## src/design/icache_cfg_pkg.sv

```systemverilog
// cache geometry, address field helpers, replacement LFSR constants and shared types
`default_nettype none

package icache_cfg_pkg;

  //////////////////////////////////////////////////////////////////////
  // geometry
  //////////////////////////////////////////////////////////////////////

  localparam int NUM_WAYS = 4;
  localparam int WAY_W    = 2;
  localparam int ADDR_W   = 32;
  // 16 byte lines
  localparam int OFFSET_W = 4;
  localparam int INDEX_W  = 4;
  localparam int NUM_SETS = 16;
  // whatever is left above index and offset
  localparam int TAG_W    = ADDR_W - INDEX_W - OFFSET_W;
  localparam int WORD_W   = 32;
  localparam int LINE_W   = 128;

  // galois lfsr for random victim choice, x^8 + x^6 + x^5 + x^4 + 1
  localparam int               REPL_LFSR_W    = 8;
  localparam logic [REPL_LFSR_W-1:0] REPL_LFSR_TAPS = 8'hb8;

  typedef logic [ADDR_W-1:0]   addr_t;
  typedef logic [TAG_W-1:0]    tag_t;
  typedef logic [INDEX_W-1:0]  index_t;
  typedef logic [WORD_W-1:0]   word_t;
  typedef logic [LINE_W-1:0]   line_t;
  typedef logic [WAY_W-1:0]    way_t;
  // one bit per way
  typedef logic [NUM_WAYS-1:0] way_oh_t;

  //////////////////////////////////////////////////////////////////////
  // address fields
  //////////////////////////////////////////////////////////////////////

  function automatic tag_t addr_tag(addr_t a);
    return a[ADDR_W-1:OFFSET_W+INDEX_W];
  endfunction

  function automatic index_t addr_index(addr_t a);
    return a[OFFSET_W+INDEX_W-1:OFFSET_W];
  endfunction

  // word within the line, bits 1..0 are ignored since fetches are word aligned
  function automatic logic [OFFSET_W-3:0] addr_word(addr_t a);
    return a[OFFSET_W-1:2];
  endfunction

endpackage

`default_nettype wire

```

## src/design/icache_repl.sv

```systemverilog
// victim way choice, invalid first with LFSR fallback
`timescale 1ns/1ps
`default_nettype none

module icache_repl
  import icache_cfg_pkg::*;
(
  input  wire logic    clk_i,
  input  wire logic    rst_ni,
  input  wire way_oh_t valid_bits_i,
  input  wire logic    lookup_i,
  input  wire logic    fill_we_i,
  output way_oh_t      victim_oh_o
);

  logic [REPL_LFSR_W-1:0] lfsr_d, lfsr_q;
  // high in the compare cycle after a lookup
  logic                   cmp_q;
  logic                   all_valid;
  way_t                   inv_way;
  way_t                   rnd_way;
  way_oh_t                pick_oh;

  // lowest invalid way
  always_comb begin
    inv_way = '0;
    for (int w = NUM_WAYS - 1; w >= 0; w--) begin
      if (!valid_bits_i[w]) begin
        inv_way = way_t'(w);
      end
    end
  end

  assign all_valid = &valid_bits_i;
  assign rnd_way   = lfsr_q[WAY_W-1:0];
  assign pick_oh   = way_oh_t'(1) << (all_valid ? rnd_way : inv_way);

  // right shifting galois step
  assign lfsr_d = lfsr_q[0] ? ((lfsr_q >> 1) ^ REPL_LFSR_TAPS) : (lfsr_q >> 1);

  always_ff @(posedge clk_i or negedge rst_ni) begin
    if (!rst_ni) begin
      cmp_q       <= 1'b0;
      lfsr_q      <= {{(REPL_LFSR_W-1){1'b0}}, 1'b1};
      victim_oh_o <= '0;
    end else begin
      cmp_q <= lookup_i;
      // hold the choice for the refill
      if (cmp_q) begin
        victim_oh_o <= pick_oh;
      end
      // only a random eviction moves the sequence
      if (fill_we_i && all_valid) begin
        lfsr_q <= lfsr_d;
      end
    end
  end

  a_victim_onehot: assert property (
    @(posedge clk_i) disable iff (!rst_ni) fill_we_i |-> $onehot(victim_oh_o)
  ) else $error("icache refill without a single victim way");

endmodule

`default_nettype wire

```

## config.mk

```make
export PLATFORM = sky130hd
export DESIGN_NAME = icache_repl
export DESIGN_NICKNAME = d
export VERILOG_FILES = /design/src/design/icache_cfg_pkg.sv /design/src/design/icache_repl.sv
export SDC_FILE = /design/constraint.sdc
export NUM_CORES = 1
export LEC_CHECK = 0
export BUFFER_PORTS_ARGS = -buffer_cell sky130_fd_sc_hd__buf_2
export CORE_MARGIN = 2
export CORE_UTILIZATION = 45
export CTS_CLUSTER_DIAMETER = 50
export DETAILED_ROUTE_END_ITERATION = 16
export PLACE_DENSITY = 0.7
export SLEW_MARGIN = 25
export SYNTH_ARGS = -nofsm -noshare
export SYNTH_HDL_FRONTEND = slang
export SYNTH_SLANG_ARGS = --single-unit
```

## constraint.sdc

```tcl
create_clock -name clk_i -period 1.4 [get_ports clk_i]
set_clock_uncertainty 0.2 [all_clocks]
set_input_delay 0.07 -clock clk_i [delete_from_list [all_inputs] [get_ports clk_i]]
set_output_delay 0.07 -clock clk_i [all_outputs]
set_load 0.01 [all_outputs]
```

==> metrics <==
outcome complete, no violations; post-DP HPWL a little under 700 µm; RSZ-0062 raised after global routing no; die footprint approximately 0.0016 mm²; fin util 0.583; clock buffer depth 2; Initial Util 0.468; Pre-antenna DRT Iters 4; gr ovfl total 0; Die X between 40 and 50 µm; DRT iter0 DRCs 9; DR WL/cell 12.7 µm; Max VDD drop a little under 0.6 mV; CP Cell Sequence nand2b_1, o2111ai_1, o211a_1; Post-Syn Nets 50; CP Depth 3; CP endpoint kind flop; initial antenna violation count 0; Buf/Inv on CP 0; Syn-to-layout area delta 24.4%; crit path kind reg2reg; worst hold path class in2async; final hold vios 0; Top delay family on crit path flip-flops; FF+latch area about 330 µm²; Fill cells around 100; post-CTS sizing 0; # IOs 12; average size of a mapped cell between 10 and 15 µm²; mapped cell area between 500 and 600 µm²; Slew Limit Fails 0; ANT cells 0; Mapped Cells 42; ANT nets after route 0; post-synthesis register bit count 13; clk root buf clkbuf_4; Syn. warnings 0; worst-margin pin slew 0.339 ns; Max Cap Viol 0; Achievable Freq 748 MHz; final wirelength around 960 µm; worst-skew pair later-pin latency 0.27 ns; first-pass GRT wire length between 1500 and 2000 µm; share of cells above drive strength 1 0.410; GP Congestion between 0.7 and 0.8; largest net degree at the start of global routing 14; Port Buffers 11; clock slew at the register clock pins of the worst setup and hold paths around 0.070 ns; via/cell ratio around 4.9; die height 40.3 µm; CTS tree yes; via count 371; # nets final 70; min Tclk post-route approximately 1.3 ns; Static Leakage between 0.4 and 0.5 nW; total setup buffers inserted after CTS 0; GRT Total Usage 0.162; CP peak stage delay 0.60 ns; crit-path max FO 6; num rows 13; Worst EP required approximately 1.4 ns; clk sinks 13; Max transition margin 0.774; multi-input logic area ~250 µm²; Num CTS Buffers 3; Residual DRC 0; vias in the first global route ~350; Worst Setup Start Kind flop; period utilization 0.955; critical path's slowest cell dfstp_2; H-tree depth 1; final setup violation count 0; Crit path arrival time between 1 and 1.5 ns; CORE AREA roughly 0.0013 mm²; Synth cell types 15; r2r worst-path depth 3; sequential-to-total area share from yosys stat 0.549; Cell Pwr Density just over 900 mW/mm²; setup TNS 0 ns
-- flip-flops by register name (all words and copies together), names as in the netlist --
name and count:
lfsr_q 8, victim_oh_o 4, cmp_q 1
-- power by group --
group          internal (mW)  total [mW]  switching, mW  leakage [nW]
Clock                  0.110       0.225          0.115        0.0150
Combinational         0.0346      0.0690         0.0344         0.214
Sequential             0.386       0.392        0.00651         0.171
-- final cells by class --
class / instances / area share
well taps: 15 / 0.0254
repair buffers: 16 / 0.142
inverters: 3 / 0.0152
multi-input cells: 25 / 0.340
clock buffers: 4 / 0.0355
flip-flops and latches: 13 / 0.442
-- routing by layer --
| layer | GRT usage | wire length (µm) |
|---|---|---|
| met1 | 0.238 | 485 |
| met2 | 0.202 | 402 |
| met3 | 0.0500 | 55 |
| met4 | 0.100 | 18 |
| met5 | 0 | 0 |
-- worst register-to-register path, delay by kind of cell (launching register included) --
family          cells  cell delay [ns]
compound gates      2             0.27
flops               1             0.60
simple gates        1             0.16
-- path summary, 6_finish.rpt --
| kind | startpoint | endpoint | slack (ns) |
|---|---|---|---|
| max in group asynchronous | rst_ni | lfsr_q[0] | 0.72 |
| worst max-delay path | lfsr_q[0] | victim_oh_o[0] | 0.06 |
| min in group clk_i | valid_bits_i[1] | victim_oh_o[1] | 0.02 |
| worst min register to register | victim_oh_o[0] | victim_oh_o[0] | 0.32 |
| worst max register to register | lfsr_q[0] | victim_oh_o[0] | 0.06 |
| worst min-delay path | rst_ni | cmp_q | 0.006 |
-- cells in the final DEF (no fill, tap or decap), types with 2 or more instances in the layout --
| cell | instances |
|---|---|
| inv_1 | 3 |
| clkbuf_4 | 3 |
| o2111ai_1 | 2 |
| mux2_4 | 8 |
| nand2_1 | 2 |
| dfrtp_1 | 12 |
| o22ai_1 | 2 |
| nand2b_1 | 3 |
| dlygate4sd3_1 | 5 |
| buf_2 | 11 |
| xor2_1 | 3 |
-- Yosys cell counts --
cell | count | area (µm²)
xor2_1 | 3 | 26.3
nand2_1 | 2 | 7.51
buf_2 | 1 | 5.00
nand2b_1 | 3 | 18.8
o211a_1 | 1 | 10.0
and2_1 | 1 | 6.26
a21boi_1 | 1 | 7.51
o22ai_1 | 2 | 12.5
mux2_4 | 8 | 120
and3_2 | 1 | 7.51
dfrtp_1 | 12 | 300
inv_1 | 3 | 11.3
o2111ai_1 | 2 | 17.5
dfstp_2 | 1 | 26.3
nand3_4 | 1 | 17.5
-- per-stage QoR --
stage	cells	worst slack [ns]	total power [mW]	cell area [µm²]	hold slack, ns
final	76	0.0630	0.687	739	0.00579
after global routing	76	0.00847	0.729	739	0.0214
after CTS	76	0.0587	0.699	739	0.00353
after detailed placement	67	0.0711	0.459	663	-0.229
after global placement	67	0.0952	0.457	663	-0.236
after floorplan	42	0.0649	0.424	594	-0.426
-- timing repair --
item	4_1_cts	5_1_grt
hold buffers	5	0
setup endpoints to repair	0	1
endpoints found under the hold margin	18	0
-- logic make-up after synthesis --
| logic type | Yosys count | share of synthesized area |
|---|---|---|
| buffers and inverters | 4 | 0.0274 |
| xor gates and xnor gates | 3 | 0.0442 |
| and+or+nand+nor | 8 | 0.0969 |
| AOI/OAI and AO/OA | 6 | 0.0800 |
| muxes | 8 | 0.202 |
| DFF | 13 | 0.549 |
Power figures use the tool's default switching activity.
