===== config.mk =====
export PLATFORM = sky130hd
export DESIGN_NAME = icache_tag_lookup
export DESIGN_NICKNAME = d
export VERILOG_FILES = /design/src/design/icache_cfg_pkg.sv /design/src/design/icache_ctrl_pkg.sv /design/src/design/icache_tag_lookup.sv
export SDC_FILE = /design/constraint.sdc
export NUM_CORES = 1
export LEC_CHECK = 0
export ABC_CLOCK_PERIOD_IN_PS = 3500
export BUFFER_PORTS_ARGS = -buffer_cell sky130_fd_sc_hd__buf_2
export CAP_MARGIN = 40
export CORE_ASPECT_RATIO = 0.6
export CORE_UTILIZATION = 50
export DETAILED_ROUTE_END_ITERATION = 10
export MAX_ROUTING_LAYER = met4
export PLACE_DENSITY = 0.69
export REMOVE_ABC_BUFFERS = 1
export SLEW_MARGIN = 20
export SYNTH_ARGS = -nofsm -noshare
export SYNTH_HDL_FRONTEND = slang
export SYNTH_SLANG_ARGS = --single-unit

===== constraint.sdc =====
create_clock -name clk_i -period 3.5 [get_ports clk_i]
set_input_delay 0.175 -clock clk_i [delete_from_list [all_inputs] [get_ports clk_i]]
set_output_delay 0.175 -clock clk_i [all_outputs]
set_load 0.02 [all_outputs]

===== src/design/icache_cfg_pkg.sv =====
// cache geometry, address field helpers, replacement LFSR constants and shared types
`default_nettype none

package icache_cfg_pkg;

  //////////////////////////////////////////////////////////////////////
  // geometry
  //////////////////////////////////////////////////////////////////////

  localparam int NUM_WAYS = 4;
  localparam int WAY_W    = 2;
  localparam int ADDR_W   = 32;
  // 16 byte lines
  localparam int OFFSET_W = 4;
  localparam int INDEX_W  = 4;
  localparam int NUM_SETS = 16;
  // whatever is left above index and offset
  localparam int TAG_W    = ADDR_W - INDEX_W - OFFSET_W;
  localparam int WORD_W   = 32;
  localparam int LINE_W   = 128;

  // galois lfsr for random victim choice, x^8 + x^6 + x^5 + x^4 + 1
  localparam int               REPL_LFSR_W    = 8;
  localparam logic [REPL_LFSR_W-1:0] REPL_LFSR_TAPS = 8'hb8;

  typedef logic [ADDR_W-1:0]   addr_t;
  typedef logic [TAG_W-1:0]    tag_t;
  typedef logic [INDEX_W-1:0]  index_t;
  typedef logic [WORD_W-1:0]   word_t;
  typedef logic [LINE_W-1:0]   line_t;
  typedef logic [WAY_W-1:0]    way_t;
  // one bit per way
  typedef logic [NUM_WAYS-1:0] way_oh_t;

  //////////////////////////////////////////////////////////////////////
  // address fields
  //////////////////////////////////////////////////////////////////////

  function automatic tag_t addr_tag(addr_t a);
    return a[ADDR_W-1:OFFSET_W+INDEX_W];
  endfunction

  function automatic index_t addr_index(addr_t a);
    return a[OFFSET_W+INDEX_W-1:OFFSET_W];
  endfunction

  // word within the line, bits 1..0 are ignored since fetches are word aligned
  function automatic logic [OFFSET_W-3:0] addr_word(addr_t a);
    return a[OFFSET_W-1:2];
  endfunction

endpackage

`default_nettype wire


===== src/design/icache_ctrl_pkg.sv =====
// controller state encoding and clear sweep timing
`default_nettype none

package icache_ctrl_pkg;

  // FLUSH   clear one set per cycle
  // IDLE    wait for a fetch
  // READ    tag compare of the accepted fetch
  // MISS    line refill outstanding
  typedef enum logic [1:0] {
    FLUSH = 2'd0,
    IDLE  = 2'd1,
    READ  = 2'd2,
    MISS  = 2'd3
  } icache_state_e;

  // last set touched by the sweep, one set per cycle from index 0
  localparam icache_cfg_pkg::index_t FLUSH_LAST =
    icache_cfg_pkg::index_t'(icache_cfg_pkg::NUM_SETS - 1);

endpackage

`default_nettype wire


===== src/design/icache_tag_lookup.sv =====
// per way tag and valid storage, registered read and tag compare
`timescale 1ns/1ps
`default_nettype none

module icache_tag_lookup
  import icache_cfg_pkg::*;
  import icache_ctrl_pkg::*;
(
  input  wire logic    clk_i,
  input  wire logic    rst_ni,
  input  wire logic    lookup_i,
  input  wire addr_t   addr_i,
  input  wire addr_t   req_addr_i,
  input  wire logic    fill_we_i,
  input  wire way_oh_t victim_oh_i,
  input  wire logic    clear_we_i,
  input  wire index_t  clear_index_i,
  output logic         hit_o,
  output way_t         hit_way_o,
  output way_oh_t      valid_bits_o
);

  tag_t    tag_q   [NUM_WAYS][NUM_SETS];
  way_oh_t valid_q [NUM_SETS];
  // set read at lookup time
  tag_t    rd_tag_q [NUM_WAYS];
  way_oh_t rd_vld_q;
  way_oh_t hit_vec;
  logic    any_valid;

  // valid bits, cleared per set by the sweep
  always_ff @(posedge clk_i or negedge rst_ni) begin
    if (!rst_ni) begin
      valid_q  <= '{default: '0};
      rd_vld_q <= '0;
    end else begin
      if (clear_we_i) begin
        valid_q[clear_index_i] <= '0;
      end else if (fill_we_i) begin
        valid_q[addr_index(req_addr_i)] <= valid_q[addr_index(req_addr_i)] | victim_oh_i;
      end
      if (lookup_i) begin
        rd_vld_q <= valid_q[addr_index(addr_i)];
      end
    end
  end

  // tag storage, victim way takes the latched tag
  always_ff @(posedge clk_i) begin
    for (int w = 0; w < NUM_WAYS; w++) begin
      if (fill_we_i && victim_oh_i[w]) begin
        tag_q[w][addr_index(req_addr_i)] <= addr_tag(req_addr_i);
      end
      if (lookup_i) begin
        rd_tag_q[w] <= tag_q[w][addr_index(addr_i)];
      end
    end
  end

  //////////////////////////////////////////////////////////////////////
  // compare
  //////////////////////////////////////////////////////////////////////

  always_comb begin
    hit_vec   = '0;
    hit_way_o = '0;
    for (int w = 0; w < NUM_WAYS; w++) begin
      hit_vec[w] = rd_vld_q[w] && (rd_tag_q[w] == addr_tag(req_addr_i));
    end
    // lowest way wins
    for (int w = NUM_WAYS - 1; w >= 0; w--) begin
      if (hit_vec[w]) begin
        hit_way_o = way_t'(w);
      end
    end
  end

  assign hit_o        = |hit_vec;
  assign valid_bits_o = rd_vld_q;

  always_comb begin
    any_valid = 1'b0;
    for (int s = 0; s < NUM_SETS; s++) begin
      any_valid = any_valid | (|valid_q[s]);
    end
  end

  // compare cycle follows the lookup, a line may live in one way only
  a_hit_onehot: assert property (
    @(posedge clk_i) disable iff (!rst_ni) lookup_i |=> $onehot0(hit_vec)
  ) else $error("icache tag hit in more than one way");

  // the sweep must have covered every set
  a_sweep_clean: assert property (
    @(posedge clk_i) disable iff (!rst_ni)
      (clear_we_i && clear_index_i == FLUSH_LAST) |=> !any_valid
  ) else $error("icache valid bit left set after flush sweep");

endmodule

`default_nettype wire


==> results.py <==
metrics = {
    "synth": {
        "synth_edf_count": 1632,
        "synthArstFlopShare_pct": 4.00,
        "yosys_warnings": 0,
        "synth.most_common_cell": "edfxtp_1",
        "synth_ff_type": "edfxtp_1",
        "syn_avg_cell_area_um2": 23.6,
        "synthCells": 2778,
        "synthTopCellsByArea": "edfxtp_1 75%, mux4_2 17%, dfrtp_1 2.6%, xnor2_1 1.1%, and2_1 0.62%",
        "ys_ff_latch": 1700,
        "netlist_area_um2": 65700,
        "yosysSeqAreaShare_pct": 77.2,
        "synth_top_area_share_pct": 74.6,
        "synth_common_cells": "1632 x edfxtp_1, 509 x mux4_2, 85 x xnor2_1, 83 x clkbuf_1, 72 x nand2_1",
        "ys_types": 37,
        "yosys.area.top_type": "edfxtp_1",
    },
    "place": {
        "gp_congestion": 0.958,
        "dp_hpwl_mm": 91.7,
        "place_area_um2": 69100,
        "io_buffers": 51,
    },
    "global_route": {
        "grt_max_degree": 80,
        "grt_pass1_wl_mm": 232,
        "grt-ovfl-total": 0,
        "grt_pass1_vias": 31699,
        "antenna_found_initial": 9,
        "grt_usage_pct": 25.8,
    },
    "timing": {
        "fmax_ghz": 0.296,
        "slew_viol_final": 0,
        "hold_violations": 0,
        "finClkSkew_ns": 0.0249,
        "fin_crit_ns": 3.38,
        "timing.slew.headroom_pct": 44.7,
        "finalCritPeriodShare_pct": 96.6,
        "finalHoldWorstSlack_ns": 0.0673,
        "finalSetupViolCount": 0,
        "worst_pin_slew_ns": 0.824,
    },
    "pwr": {
        "clock_power_share_pct": 39.2,
        "p_leak_uw": 0.0236,
        "switchingPower_uw": 8830,
        "pwr_density_cell_nw_per_um2": 565,
        "vdd.ir_drop.worst_uv": 509,
        "comb_power_share_pct": 6.1,
        "netSwitchingFraction_pct": 21.0,
        "p_seq_share_pct": 54.8,
        "p_int_uw": 33100,
    },
    "final_layout": {
        "area_growth_pct": 13.1,
        "fin_util_pct": 57.3,
        "multi_input_area_um2": 14400,
        "num-nets-final": 3124,
        "regArea_um2": 50700,
        "drive_gt1_share_pct": 30.6,
        "nFillCells": 9116,
        "design_area_um2": 74300,
    },
    "setup_path": {
        "cp_max_fo": 3,
        "crit_required_ns": 3.32,
        "cp_num_buf_inv": 2,
        "crit_end": "hit_o",
        "ff2ff_path_depth": 6,
        "reg2reg_from": "valid_q[15]",
        "cp_slowest_cell": "or4_1",
        "rrSetupSlack_ns": 0.85,
        "critical_path.cell_chain": "xnor2_1 -> nand4_1 -> or4_1 -> nor4_2 -> buf_4 -> nand4b_1 -> buf_2",
        "endpoint_kind": "output port",
        "start_kind": "flop",
        "critPathLaunch": "rd_tag_q[0][13]",
        "crit_family": "simple AND/OR/NAND/NOR gates",
        "crit_type": "reg2out",
        "critPathMaxStageDelay_ns": 0.58,
        "cp_num_cells": 7,
        "crit-reg2reg-capture": "valid_q[31]",
        "arrival_ns": 3.21,
    },
    "drt": {
        "ant_nets": 0,
        "drc": 0,
        "finalWirelength_mm": 163,
        "num_vias": 31756,
        "wl_per_cell_um": 33.5,
        "viasPerCell": 6.51,
        "first_pass_iters": 5,
        "drt_iter0_drc": 4650,
    },
    "die": {
        "rows": 102,
        "die_width_um": 470,
        "die_h_um": 283,
        "core_area_um2": 130000,
        "start_util_pct": 50.7,
        "die-area_um2": 133000,
        "io_pins": 84,
    },
    "cts": {
        "numCtsBuffers": 145,
        "h-tree-depth": 4,
        "ctsLongestPathBuffers": 3,
        "cts_tree": "done",
        "path_clk_slew_ns": 0.07,
        "ctsRootBufferMaster": "clkbuf_16",
        "clock_sinks": 1700,
        "clk_latency_ns": 0.76,
    },
    "min_path": {
        "hold_path_class": "in2reg",
    },
    "status": {
        "outcome": "completed",
    },
    "flow_run": {
        "maxCapViolations": 0,
    },
}
[worst min path at each step]
stage,start,endpoint,cells after the start
floorplan,rst_ni,valid_bits_o[0],0
global placement,rst_ni,valid_q[16],1
detailed placement,rst_ni,valid_q[15],1
CTS,victim_oh_i[1],valid_q[61],3
global route,req_addr_i[28],tag_q[3][92],2
finish,req_addr_i[17],tag_q[1][369],1
[registers in the layout, indices dropped and copies added (netlist names)]
name / count
tag_q: 1536
rd_tag_q: 96
valid_q: 64
valid_bits_o: 4
[kinds of logic after synthesis]
group	count (synthesis)	share of synthesized area (%)
AO/OA/AOI/OAI	80	0.872
XOR/XNOR	96	1.28
buffers and inverters	141	0.960
flip-flops	1700	77.2
multiplexers	520	17.8
AND/OR/NAND/NOR	241	1.88
[layer usage]
layer,GRT usage (%),part of all wire [%]
met4,5.96,1.9
met1,38.4,42
met5,-,0
met3,6.31,12
met2,36.2,44
[worst reg2reg max path, cell delays in order (launching register included)]
cell and delay (ns):
dfrtp_1 0.39, mux4_1 0.53, a22o_1 0.37, or3_4 0.49, nand2_1 0.11, o21ai_1 0.06
dlygate4sd3_1 0.58
[power groups by stage]
| stage | Sequential [uW] | Combinational [uW] | Clock (uW) |
|---|---|---|---|
| CTS | 23000 | 2530 | 16700 |
| global placement | 23400 | 2400 | 0 |
| global route | 23000 | 2680 | 17400 |
| finish | 23000 | 2540 | 16400 |
| floorplan | 23300 | 1160 | 0 |
| detailed placement | 23400 | 2470 | 0 |
[layout by cell type, fill, tap and decap left out, types with 17 or more instances in the layout]
| master | Yosys | layout |
|---|---|---|
| and2_1 | 65 | 65 |
| dfrtp_1 | 68 | 68 |
| edfxtp_1 | 1632 | 1632 |
| clkbuf_1 | 83 | 30 |
| dlygate4sd3_1 | 0 | 28 |
| clkinv_1 | 0 | 25 |
| o21ai_0 | 27 | 27 |
| mux4_2 | 509 | 509 |
| buf_12 | 0 | 19 |
| nor2_1 | 37 | 37 |
| clkbuf_16 | 0 | 154 |
| a22o_1 | 36 | 36 |
| clkinv_2 | 0 | 27 |
| nand2_1 | 72 | 72 |
| bufinv_16 | 0 | 17 |
| xnor2_1 | 85 | 84 |
| buf_4 | 8 | 157 |
| nand4_1 | 19 | 19 |
| buf_2 | 27 | 50 |
[area by class of cell]
| class | instances | area share, % |
|---|---|---|
| flip-flops and latches | 1700 | 68.3 |
| multi-input cells | 937 | 19.4 |
| clock buffers | 184 | 5.34 |
| repair buffers | 263 | 3.00 |
| well taps | 1716 | 2.89 |
| clock inverters | 77 | 1.10 |
| diodes | 2 | 0.00674 |
[through the flow]
stage | cells | worst slack (ns) | setup TNS (ns) | power (uW)
2_1_floorplan | 2637 | 1.36 | 0 | 24500
3_3_place_gp | 4580 | -0.0922 | -0.0922 | 25800
3_5_place_dp | 4582 | -0.0356 | -0.0356 | 25900
4_1_cts | 4872 | 0.0244 | 0 | 42200
5_1_grt | 4879 | -0.00473 | -0.00473 | 43100
6_report | 4879 | 0.118 | 0 | 42000
[repair_timing]
item | CTS | global route
resized for setup | 4 | 4
setup buffers | 0 | 0
hold buffers | 29 | 0
pin swaps | 1 | 2
endpoints found under the hold margin | 305 | 0
endpoints found under the setup margin | 3 | 3
Power figures use the tool's default switching activity.
