**src/design/icache_cfg_pkg.sv**
```systemverilog
// cache geometry, address field helpers, replacement LFSR constants and shared types
`default_nettype none

package icache_cfg_pkg;

  //////////////////////////////////////////////////////////////////////
  // geometry
  //////////////////////////////////////////////////////////////////////

  localparam int NUM_WAYS = 4;
  localparam int WAY_W    = 2;
  localparam int ADDR_W   = 32;
  // 16 byte lines
  localparam int OFFSET_W = 4;
  localparam int INDEX_W  = 4;
  localparam int NUM_SETS = 16;
  // whatever is left above index and offset
  localparam int TAG_W    = ADDR_W - INDEX_W - OFFSET_W;
  localparam int WORD_W   = 32;
  localparam int LINE_W   = 128;

  // galois lfsr for random victim choice, x^8 + x^6 + x^5 + x^4 + 1
  localparam int               REPL_LFSR_W    = 8;
  localparam logic [REPL_LFSR_W-1:0] REPL_LFSR_TAPS = 8'hb8;

  typedef logic [ADDR_W-1:0]   addr_t;
  typedef logic [TAG_W-1:0]    tag_t;
  typedef logic [INDEX_W-1:0]  index_t;
  typedef logic [WORD_W-1:0]   word_t;
  typedef logic [LINE_W-1:0]   line_t;
  typedef logic [WAY_W-1:0]    way_t;
  // one bit per way
  typedef logic [NUM_WAYS-1:0] way_oh_t;

  //////////////////////////////////////////////////////////////////////
  // address fields
  //////////////////////////////////////////////////////////////////////

  function automatic tag_t addr_tag(addr_t a);
    return a[ADDR_W-1:OFFSET_W+INDEX_W];
  endfunction

  function automatic index_t addr_index(addr_t a);
    return a[OFFSET_W+INDEX_W-1:OFFSET_W];
  endfunction

  // word within the line, bits 1..0 are ignored since fetches are word aligned
  function automatic logic [OFFSET_W-3:0] addr_word(addr_t a);
    return a[OFFSET_W-1:2];
  endfunction

endpackage

`default_nettype wire

```
**src/design/icache_ctrl_pkg.sv**
```systemverilog
// controller state encoding and clear sweep timing
`default_nettype none

package icache_ctrl_pkg;

  // FLUSH   clear one set per cycle
  // IDLE    wait for a fetch
  // READ    tag compare of the accepted fetch
  // MISS    line refill outstanding
  typedef enum logic [1:0] {
    FLUSH = 2'd0,
    IDLE  = 2'd1,
    READ  = 2'd2,
    MISS  = 2'd3
  } icache_state_e;

  // last set touched by the sweep, one set per cycle from index 0
  localparam icache_cfg_pkg::index_t FLUSH_LAST =
    icache_cfg_pkg::index_t'(icache_cfg_pkg::NUM_SETS - 1);

endpackage

`default_nettype wire

```
**src/design/icache_ctrl.sv**
```systemverilog
// cache controller FSM, enable and flush handling, request address register
`timescale 1ns/1ps
`default_nettype none

module icache_ctrl
  import icache_cfg_pkg::*;
  import icache_ctrl_pkg::*;
(
  input  wire logic  clk_i,
  input  wire logic  rst_ni,
  input  wire logic  req_i,
  input  wire addr_t addr_i,
  input  wire logic  en_i,
  input  wire logic  flush_i,
  input  wire logic  stall_i,
  input  wire logic  hit_i,
  input  wire logic  mem_ack_i,
  input  wire logic  mem_rtrn_vld_i,
  output logic       ready_o,
  output logic       valid_o,
  output logic       use_fill_o,
  output logic       lookup_o,
  output logic       fill_we_o,
  output logic       clear_we_o,
  output index_t     clear_index_o,
  output addr_t      req_addr_o,
  output logic       mem_req_o,
  output addr_t      mem_addr_o,
  output logic       miss_o,
  output logic       busy_o
);

  icache_state_e state_d, state_q;
  // cache enable, only set at the end of a sweep
  logic          cache_en_d, cache_en_q;
  // flush seen but not yet serviced
  logic          flush_d, flush_q;
  logic          flush_pend;
  // flush pending or enable just raised
  logic          need_flush;
  index_t        flush_cnt_d, flush_cnt_q;
  addr_t         req_addr_q;

  assign flush_pend = flush_q | flush_i;
  assign need_flush = flush_pend | (en_i & ~cache_en_q);

  // fetch accepted in this cycle starts the array read
  assign lookup_o      = ready_o & req_i;
  assign clear_index_o = flush_cnt_q;
  assign req_addr_o    = req_addr_q;
  // refills are always whole lines
  assign mem_addr_o    = {req_addr_q[ADDR_W-1:OFFSET_W], {OFFSET_W{1'b0}}};
  assign busy_o        = (state_q != IDLE);

  //////////////////////////////////////////////////////////////////////
  // main FSM
  //////////////////////////////////////////////////////////////////////

  always_comb begin
    state_d     = state_q;
    // dropping the enable is immediate
    cache_en_d  = cache_en_q & en_i;
    flush_d     = flush_pend;
    flush_cnt_d = '0;
    ready_o     = 1'b0;
    valid_o     = 1'b0;
    use_fill_o  = 1'b0;
    fill_we_o   = 1'b0;
    clear_we_o  = 1'b0;
    mem_req_o   = 1'b0;
    miss_o      = 1'b0;

    unique case (state_q)
      // clear valid bits of one set per cycle
      FLUSH: begin
        clear_we_o = 1'b1;
        if (flush_cnt_q == FLUSH_LAST) begin
          state_d    = IDLE;
          flush_d    = 1'b0;
          // whole cache is clean, enable may now take effect
          cache_en_d = en_i;
        end else begin
          flush_cnt_d = flush_cnt_q + 1'b1;
        end
      end
      // pending flushes win over new fetches
      IDLE: begin
        if (need_flush) begin
          state_d = FLUSH;
        end else if (!stall_i) begin
          ready_o = 1'b1;
          if (req_i) begin
            state_d = READ;
          end
        end
      end
      // compare result is ready here
      // a disabled cache reuses the miss path
      READ: begin
        if (hit_i && cache_en_q) begin
          valid_o = 1'b1;
          state_d = IDLE;
          // stream the next hit without a bubble
          if (!need_flush && !stall_i) begin
            ready_o = 1'b1;
            if (req_i) begin
              state_d = READ;
            end
          end
        end else begin
          mem_req_o = 1'b1;
          if (mem_ack_i) begin
            // uncached fetches are not counted as misses
            miss_o  = cache_en_q;
            state_d = MISS;
          end
        end
      end
      // wait for the single return beat
      MISS: begin
        use_fill_o = 1'b1;
        if (mem_rtrn_vld_i) begin
          valid_o   = 1'b1;
          fill_we_o = cache_en_q;
          state_d   = IDLE;
        end
      end
      default: begin
        state_d = FLUSH;
      end
    endcase
  end

  always_ff @(posedge clk_i or negedge rst_ni) begin
    if (!rst_ni) begin
      state_q     <= FLUSH;
      cache_en_q  <= 1'b0;
      flush_q     <= 1'b0;
      flush_cnt_q <= '0;
    end else begin
      state_q     <= state_d;
      cache_en_q  <= cache_en_d;
      flush_q     <= flush_d;
      flush_cnt_q <= flush_cnt_d;
    end
  end

  // address of the fetch in flight
  always_ff @(posedge clk_i) begin
    if (lookup_o) begin
      req_addr_q <= addr_i;
    end
  end

  //////////////////////////////////////////////////////////////////////
  // assertions
  //////////////////////////////////////////////////////////////////////

  a_state_legal: assert property (
    @(posedge clk_i) disable iff (!rst_ni) state_q inside {FLUSH, IDLE, READ, MISS}
  ) else $error("icache ctrl reached an illegal state");

  // a refill write during the sweep would leave a stale line behind
  a_no_fill_in_flush: assert property (
    @(posedge clk_i) disable iff (!rst_ni) (state_q == FLUSH) |-> !fill_we_o
  ) else $error("icache line written during flush sweep");

endmodule

`default_nettype wire

```
**config.mk**
```make
export PLATFORM = sky130hd
export DESIGN_NAME = icache_ctrl
export DESIGN_NICKNAME = d
export VERILOG_FILES = /design/src/design/icache_cfg_pkg.sv /design/src/design/icache_ctrl_pkg.sv /design/src/design/icache_ctrl.sv
export SDC_FILE = /design/constraint.sdc
export NUM_CORES = 1
export LEC_CHECK = 0
export ABC_AREA = 1
export BUFFER_PORTS_ARGS = -buffer_cell sky130_fd_sc_hd__buf_4
export CORE_ASPECT_RATIO = 1.1
export CORE_MARGIN = 2
export CORE_UTILIZATION = 37
export DETAILED_ROUTE_END_ITERATION = 10
export PLACE_DENSITY = 0.75
export SLEW_MARGIN = 20
export SYNTH_ARGS = -nofsm -noshare
export SYNTH_HDL_FRONTEND = slang
export SYNTH_SLANG_ARGS = --single-unit
```
**constraint.sdc**
```tcl
create_clock -name clk_i -period 2.6 [get_ports clk_i]
set_input_delay 0.26 -clock clk_i [delete_from_list [all_inputs] [get_ports clk_i]]
set_output_delay 0.26 -clock clk_i [all_outputs]
set_load 0.1 [all_outputs]
```
==> results of run 1 <==
## stage by stage
step / total power [uW] / TNS [ps] / setup slack (ps) / cell area (sq um)
6_report: 1760 / 0 / 398 / 2630
5_1_grt: 1830 / 0 / 269 / 2630
4_1_cts: 1770 / 0 / 379 / 2630
3_5_place_dp: 1370 / 0 / 654 / 2530
3_3_place_gp: 1370 / 0 / 741 / 2530
2_1_floorplan: 1230 / -6160 / -191 / 1840
## cell type report
| type | instances | area, sq um |
|---|---|---|
| sequential | 40 | 1160 |
| timing repair buffer | 116 | 873 |
| inverter | 12 | 48.8 |
| clock buffer | 5 | 68.8 |
| fill | 400 | 2020 |
| clock inverter | 3 | 18.8 |
| tap | 56 | 70.1 |
| multi-input combinational | 53 | 387 |
## layer usage
layer / wire [um] / vias to the layer above / GRT usage [%]
met2: 2060 / 76 / 25.9
li1: - / 599 / -
met4: 55 / 0 / 5.19
met3: 368 / 6 / 5.39
met5: 0 / - / 0
met1: 1540 / 574 / 15.6
## state kept, by name, summed over array words and instances, names as in the netlist
register / count
cache_en_q: 1
req_addr_o: 32
state_q: 2
flush_q: 1
clear_index_o: 4
## worst register-to-register path, delay by kind of cell (launching register included)
kind | cells | cell delay [ps]
buffers and inverters | 2 | 400
adders and majority gates | 1 | 260
and+or+nand+nor | 4 | 560
DFF | 1 | 410
## cells in the final DEF, fill, tap and decap left out, drive strengths merged
| cell type | netlist | final |
|---|---|---|
| a21boi | 1 | 1 |
| a21oi | 2 | 2 |
| buf | 32 | 115 |
| clkbuf | 0 | 5 |
| clkinv | 0 | 3 |
| clkinvlp | 0 | 1 |
| conb | 1 | 4 |
| dfrtp | 8 | 8 |
| dlygate4sd3 | 0 | 1 |
| edfxtp | 32 | 32 |
| ha | 5 | 5 |
| inv | 12 | 11 |
| nand2 | 14 | 14 |
| nand3 | 8 | 8 |
| nand4 | 1 | 1 |
| nor2 | 10 | 10 |
| nor3 | 3 | 3 |
| o21ai | 4 | 4 |
| xor2 | 1 | 1 |
## logic make-up (layout without fill, tap and decap cells)
kind of cell    after synthesis  count (layout)  synth area share, %
fa+ha+maj                     5               5                 3.51
xor+xnor                      1               1                0.492
flops                        40              40                 65.2
other cells                   1               4                0.211
simple gates                 36              36                 12.4
compound gates                7               7                 2.11
buf+inv                      44             136                 16.0
## power groups by stage
stage / Combinational (uW) / Sequential [uW] / Clock (uW)
after floorplan: 315 / 915 / 0
final: 606 / 754 / 399
after CTS: 609 / 754 / 411
after global placement: 602 / 766 / 0
after global routing: 635 / 758 / 433
after detailed placement: 606 / 769 / 0
## how the worst max path moves through the flow
stage          slack, ps  depth (start not counted)             end
2_1_floorplan       -190                          6   req_addr_o[0]
3_3_place_gp         740                          7  req_addr_o[10]
3_5_place_dp         650                          7  req_addr_o[10]
4_1_cts              380                          7        lookup_o
5_1_grt              270                          7        lookup_o
6_report             400                          7        lookup_o
## timing repair
item,CTS,global route
endpoints found under the hold margin,8,0
gates resized for setup,0,0
hold buffers,1,0
==> results.py, run 1 <==
metrics = {
    "clock_tree": {
        "cts_setup_buffers": 0,
        "clkTransAtPathRegs_ps": 80,
        "root_buffer": "clkbuf_8",
        "cts_sinks": 40,
        "cts_tree": "done",
        "clockBufferDepth": 2,
        "cts_max_level": 2,
        "numCtsBuffers": 5,
        "clock_latency_ps": 290,
    },
    "logic_synthesis": {
        "synth_top_area_cell": "edfxtp_1",
        "synth_commonest_cells": "32 x buf_4, 32 x edfxtp_1, 12 x nand2_1",
        "ys_seq_elements": 40,
        "ys_top_cells_by_area": "edfxtp_1 54%, buf_4 13%, dfrtp_1 11%",
        "syn_avg_cell_area_sq_um": 13.3,
        "ys.warnings.count": 0,
        "synth-edff-count": 32,
        "syn_area_sq_um": 1780,
        "yosysSeqAreaShare_pct": 65.2,
        "ys.flop_type": "edfxtp_1",
        "netlist_instances": 134,
        "synth_top_area_share_pct": 54.0,
        "synth_async_sr_flop_share_pct": 20.0,
        "synth.distinct_cells": 22,
    },
    "finish": {
        "final_nets": 274,
        "final_core_util_pct": 56.5,
        "syn_to_final_growth_pct": 47.6,
        "layoutNonFillerInstCount": 285,
        "n_antenna_cell": 0,
        "drive_above_1_share_pct": 61.1,
    },
    "worst_setup_path": {
        "critical_path_required_ps": 2340,
        "cp_slowest_stage_delay_ps": 410,
        "start_kind": "flip-flop",
        "critPathMaxFanout": 5,
        "r2r-end": "req_addr_o[7]",
        "cpLargestDelayFamily": "simple AND/OR/NAND/NOR gates",
        "arrival_ps": 1940,
        "critPathBufInv": 2,
        "rrSetupSlack_ps": 660,
        "crit_start": "state_q[0]",
        "r2r_start": "state_q[0]",
        "crit_chain": "inv_1 > ha_1 > nand3_1 > nand2_1 > nand2_1 > nor2_4 > buf_4",
        "r2r.worst_path.cells": 7,
        "end_kind": "output port",
        "critPathKind": "reg -> out",
        "crit_path_frequent_cell": "nand2_1",
        "crit_slowest_cell": "dfrtp_1",
    },
    "power_and_ir_drop": {
        "peakVddDrop_mv": 0.453,
        "p_sw_uw": 699,
        "p_leak_uw": 0.00121,
        "power.share.combinational_pct": 34.4,
        "clkPwrFrac_pct": 22.7,
        "power_per_cell_area_nw_per_um2": 670,
        "p_sw_share_pct": 39.7,
        "cellInternalPower_uw": 1060,
        "seqPwrFrac_pct": 42.9,
    },
    "hold_path": {
        "hold_depth": 1,
        "worstHoldStart": "addr_i[11]",
        "min_path_type": "in -> reg",
        "min_to": "req_addr_o[11]",
    },
    "sta": {
        "rsz0062_at_grt": "false",
        "drv_slew": 0,
        "post-route-period-util_pct": 84.7,
        "setup-violations-final": 0,
        "skew_ps": 7.54,
        "whs_ps": 141,
        "fmax_mhz": 454,
        "hold_violations": 0,
        "finalCriticalPeriod_ps": 2200,
    },
    "run": {
        "cap_viol_max_count": 0,
    },
    "drt": {
        "dr.pass1.iters": 4,
        "routed_wl_mm": 4.01,
        "postRouteAntennaNets": 0,
        "drcViolationCount": 0,
        "vias_per_cell": 4.40,
        "wl_per_cell_um": 14.1,
        "via_count": 1255,
        "drt_iter0_markers": 128,
    },
    "place": {
        "gp_congestion": 0.804,
        "dp_cells": 276,
        "dp_hpwl_mm": 3.33,
        "numPortBuffers": 113,
    },
    "global_routing": {
        "grt_overflow": 0,
        "grt_pass1_wl_mm": 5.96,
        "track_usage_pct": 14.5,
        "grt_pass1_vias": 1189,
        "grt_start_max_net_pins": 21,
        "antenna_found_initial": 0,
    },
    "outcome": {
        "status": "finished, final reports clean",
    },
    "floorplan": {
        "rows": 26,
        "ioPinCount": 118,
        "die_area_sq_um": 5380,
        "core_sq_um": 4650,
        "start_util_pct": 38.3,
        "fp.dieH_um": 76.8,
        "die_x_um": 70.1,
    },
}
Power figures use the tool's default switching activity.
==> run 2, diff against run 1 <==
Settings changed: CORE_UTILIZATION 37 to 41, PLACE_DENSITY 0.75 to 0.79.
Clock period 2.6 ns to 2.05 ns, I/O delays scaled along.
==> results.py, run 2 (synthesized netlist as in run 1, its figures left out) <==
metrics = {
    "outcome": {
        "status": "finished, final reports clean",
    },
    "sta": {
        "setup-violations-final": 0,
        "tns_ps": 0,
        "drv_slew": 0,
        "rsz0062_at_grt": "false",
        "skew_ps": 7.30,
        "fmax_mhz": 542,
        "hold_violations": 0,
        "post-route-period-util_pct": 90.1,
        "finalCriticalPeriod_ps": 1850,
    },
    "worst_setup_path": {
        "end_kind": "output port",
        "critPathBufInv": 2,
        "critical_path_required_ps": 1850,
        "cp.depth": 7,
        "cp_slowest_stage_delay_ps": 380,
        "arrival_ps": 1640,
        "r2r_start": "state_q[0]",
        "r2r.worst_path.cells": 8,
        "critPathKind": "reg -> out",
        "crit_slowest_cell": "dfrtp_1",
        "cpLargestDelayFamily": "simple AND/OR/NAND/NOR gates",
        "start_kind": "flip-flop",
        "crit_chain": "inv_1 > ha_2 > nand3_1 > nand2_1 > nand2_2 > nor2_4 > buf_8",
        "crit_start": "state_q[0]",
        "critPathMaxFanout": 5,
    },
    "hold_path": {
        "worstHoldStart": "addr_i[30]",
        "hold_depth": 1,
        "min_path_type": "in -> reg",
    },
    "finish": {
        "n_antenna_cell": 0,
        "largest_register_ffs": 32,
        "final_cell_mix": "118 x buf_4, 32 x edfxtp_1, 11 x nand2_1, 9 x inv_1, 8 x dfrtp_1",
        "fin_area_sq_um": 2750,
        "drive_above_1_share_pct": 63.1,
        "final_core_util_pct": 65.2,
        "final_common_cell": "buf_4",
        "syn_to_final_growth_pct": 54.6,
        "final_nets": 279,
    },
    "global_routing": {
        "grt_pass1_vias": 1201,
        "grt_overflow": 0,
        "grt_start_max_net_pins": 13,
        "grt_pass1_wl_mm": 5.64,
        "track_usage_pct": 16.2,
        "antenna_found_initial": 0,
    },
    "floorplan": {
        "rows": 25,
        "core_sq_um": 4220,
        "die_area_sq_um": 4890,
        "ioPinCount": 118,
        "die_x_um": 66.8,
        "fp.dieH_um": 73.1,
        "start_util_pct": 42.2,
    },
    "drt": {
        "routed_wl_mm": 4.03,
        "via_count": 1297,
        "drt_iter0_markers": 74,
        "vias_per_cell": 4.52,
        "postRouteAntennaNets": 0,
        "drcViolationCount": 0,
        "dr.pass1.iters": 4,
        "wl_per_cell_um": 14.0,
    },
    "clock_tree": {
        "clock_latency_ps": 280,
        "clockBufferDepth": 2,
        "cts_max_level": 2,
        "cts_sinks": 40,
        "clkTransAtPathRegs_ps": 70,
        "root_buffer": "clkbuf_8",
        "cts_tree": "done",
        "numCtsBuffers": 5,
    },
    "place": {
        "placed_area_sq_um": 2580,
        "gp_congestion": 0.903,
        "numPortBuffers": 113,
        "dp_hpwl_mm": 3.32,
    },
    "power_and_ir_drop": {
        "peakVddDrop_mv": 0.916,
        "power_per_cell_area_nw_per_um2": 903,
        "p_leak_uw": 0.00127,
    },
    "run": {
        "cap_viol_max_count": 0,
    },
}
[run 2: routing by layer]
layer  GRT usage (%)  wire [um]
met1            17.7       1390
met2            26.6       1910
met3            9.26        663
met4            4.99         63
met5               0          0
[run 2: report_power, final]
part | switching, uW | leakage (uW) | internal (uW)
logic | 601 | 0.000814 | 217
registers | 34.1 | 0.000389 | 915
clock network | 240 | 0.0000642 | 479
[run 2: cell type report]
class / count / area [sq um]
Clock buffer: 5 / 68.8
Fill cell: 332 / 1470
Sequential cell: 40 / 1160
Multi-Input combinational cell: 53 / 415
Inverter: 12 / 48.8
Clock inverter: 2 / 60.1
Timing Repair Buffer: 121 / 931
Tap cell: 54 / 67.6
[run 2: worst reg2reg max path: cells and delay by family (launching register included)]
kind          cells  cell delay [ps]
fa+ha+maj         1              220
flops             1              380
simple gates      4              450
buf+inv           3              460
[run 2: what timing repair did]
item,in CTS,in global routing
hold endpoints to repair,8,0
resized for setup,2,4
endpoints found under the setup margin,1,2
setup buffers,1,1
hold buffers,1,0
pin swaps,1,0
cloned,0,0
[run 2: metrics by stage]
| stage | std cells | hold WS, ps | power [uW] | setup WS [ps] |
|---|---|---|---|---|
| global route | 287 | 81.0 | 2590 | 86.0 |
| detailed placement | 277 | 30.4 | 1770 | 183 |
| finish | 287 | 96.3 | 2490 | 203 |
| CTS | 286 | 85.3 | 2500 | 40.5 |
| global placement | 277 | 31.2 | 1760 | 220 |
| floorplan | 137 | -90.6 | 1580 | -651 |
[run 2: final timing paths]
path | endpoint | slack [ps]
max | lookup_o | 200
min | req_addr_o[30] | 100
max reg2reg | req_addr_o[10] | 260
min reg2reg | clear_index_o[0] | 500
max in group asynchronous | state_q[1] | 1650
min in group asynchronous | flush_q | 270
==> run 3, diff against run 2 <==
Settings changed: CORE_UTILIZATION 41 to 37, PLACE_DENSITY 0.79 to 0.75.
Clock period 2.05 ns to 1.6 ns, I/O delays scaled along.
==> results.py, run 3 (synthesized netlist as in run 1, its figures left out) <==
metrics = {
    "global_routing": {
        "antenna_found_initial": 0,
        "grt_start_max_net_pins": 19,
        "grt_pass1_vias": 1281,
        "gr-usage-met3_pct": 5.65,
        "grt_overflow": 0,
        "top_usage_layer": "met2",
        "met1_usage_pct": 15.9,
        "track_usage_pct": 15.4,
        "grt_pass1_wl_mm": 6.35,
        "grt_use_met2_pct": 28.9,
    },
    "outcome": {
        "violations": "negative setup slack",
        "status": "finished, violations left",
    },
    "floorplan": {
        "fp.dieH_um": 76.8,
        "core_sq_um": 4650,
        "start_util_pct": 38.3,
        "die_area_sq_um": 5380,
        "die_x_um": 70.1,
        "rows": 26,
        "ioPinCount": 118,
    },
    "worst_setup_path": {
        "critPathMaxFanout": 4,
        "crit_start": "state_q[1]",
        "end_kind": "output port",
        "arrival_ps": 1580,
        "critical_path_required_ps": 1440,
        "r2r_start": "state_q[1]",
        "start_kind": "flip-flop",
        "critPathKind": "reg -> out",
    },
    "place": {
        "gp_congestion": 0.796,
        "dp_hpwl_mm": 3.40,
        "numPortBuffers": 113,
        "dp_cells": 282,
    },
    "hold_path": {
        "worstHoldStart": "addr_i[4]",
        "min_path_type": "in -> reg",
    },
    "sta": {
        "fin_ws_ps": -138,
        "rsz0062_at_grt": "true",
        "skew_ps": 6.31,
        "drv_slew": 0,
        "post-route-period-util_pct": 109,
        "finalCriticalPeriod_ps": 1740,
        "hold_violations": 0,
        "setup-violations-final": 33,
        "fmax_mhz": 575,
    },
    "drt": {
        "routed_wl_mm": 4.23,
        "postRouteAntennaNets": 0,
        "dr.pass1.iters": 4,
        "drcViolationCount": 0,
        "wl_per_cell_um": 14.3,
        "via_count": 1288,
        "drt_iter0_markers": 95,
        "vias_per_cell": 4.35,
    },
    "finish": {
        "layoutNonFillerInstCount": 296,
        "final_common_cell": "buf_4",
        "multi_input_area_sq_um": 433,
        "largest_register_ffs": 32,
        "drive_above_1_share_pct": 67.1,
        "fill_cells": 370,
        "final_cell_mix": "115 x buf_4, 32 x edfxtp_1, 9 x nand2_1, 7 x buf_12",
        "n_antenna_cell": 0,
        "syn_to_final_growth_pct": 62.5,
        "seq_area_sq_um": 1160,
        "final_nets": 285,
    },
    "run": {
        "cap_viol_max_count": 0,
    },
    "clock_tree": {
        "clockBufferDepth": 2,
        "root_buffer": "clkbuf_8",
        "cts_tree": "done",
        "cts_max_level": 2,
        "cts_sinks": 40,
        "numCtsBuffers": 5,
        "clock_latency_ps": 290,
        "clkTransAtPathRegs_ps": 70,
    },
    "power_and_ir_drop": {
        "power_per_cell_area_nw_per_um2": 1070,
        "peakVddDrop_mv": 1.06,
        "p_leak_uw": 0.00131,
        "power.total_uw": 3100,
    },
}
==> run 3: worst paths after layout <==
kind / end / slack (ps) / cells after the start
min in group asynchronous: state_q[1] / 220 / 2
worst min-delay path: req_addr_o[4] / 40 / 1
worst min register to register: clear_index_o[0] / 480 / 1
max in group asynchronous: clear_index_o[1] / 1240 / 2
worst max register to register: req_addr_o[26] / -80 / 6
worst max-delay path: lookup_o / -140 / 5
==> run 3: per-layer routing <==
| layer | vias up | part of all wire [%] |
|---|---|---|
| li1 | 624 | - |
| met1 | 586 | 36 |
| met2 | 73 | 55 |
| met3 | 5 | 7.8 |
| met4 | 0 | 1.0 |
| met5 | - | 0 |
==> run 3: worst max-delay path, stage by stage, from the launching register on <==
cell,delay (ps)
dfrtp_1,410
inv_2,70
ha_1,350
nand2_4,90
nor2_4,160
buf_12,200
==> run 3: through the flow <==
step / TNS, ps / hold WS, ps / cell area (sq um) / setup slack [ps] / utilization (%)
floorplan: -39570 / -136 / 1860 / -1090 / -
global placement: 0 / -13.6 / 2610 / 20.8 / 56.1
detailed placement: 0 / -15.4 / 2610 / 5.74 / 56.1
CTS: -2210 / 33.3 / 2840 / -157 / 61.1
global route: -4480 / 24.3 / 2890 / -216 / 62.2
finish: -2060 / 44.4 / 2890 / -138 / 62.2
==> run 3: layout make-up <==
class	count	share of cell area, %
flip-flops and latches	40	40.2
repair buffers	127	37.1
multi-input cells	53	15.0
well taps	56	2.42
clock buffers	5	2.38
inverters	12	1.69
clock inverters	3	1.30
==> run 3: timing repair <==
action	in CTS	in global routing
hold endpoints to repair	8	0
gates cloned	0	1
gates resized for setup	26	5
buffers inserted	3	1
endpoints found under the setup margin	36	39
hold buffers	1	0
pin swaps	1	1
==> run 3: where the power goes <==
group          internal, uW  leakage, uW  switching (uW)  total (uW)
sequential             1180     0.000387            47.6        1220
clock                   454    0.0000532             331         785
combinational           309     0.000869             783        1090
total                  1940      0.00131            1160        3100
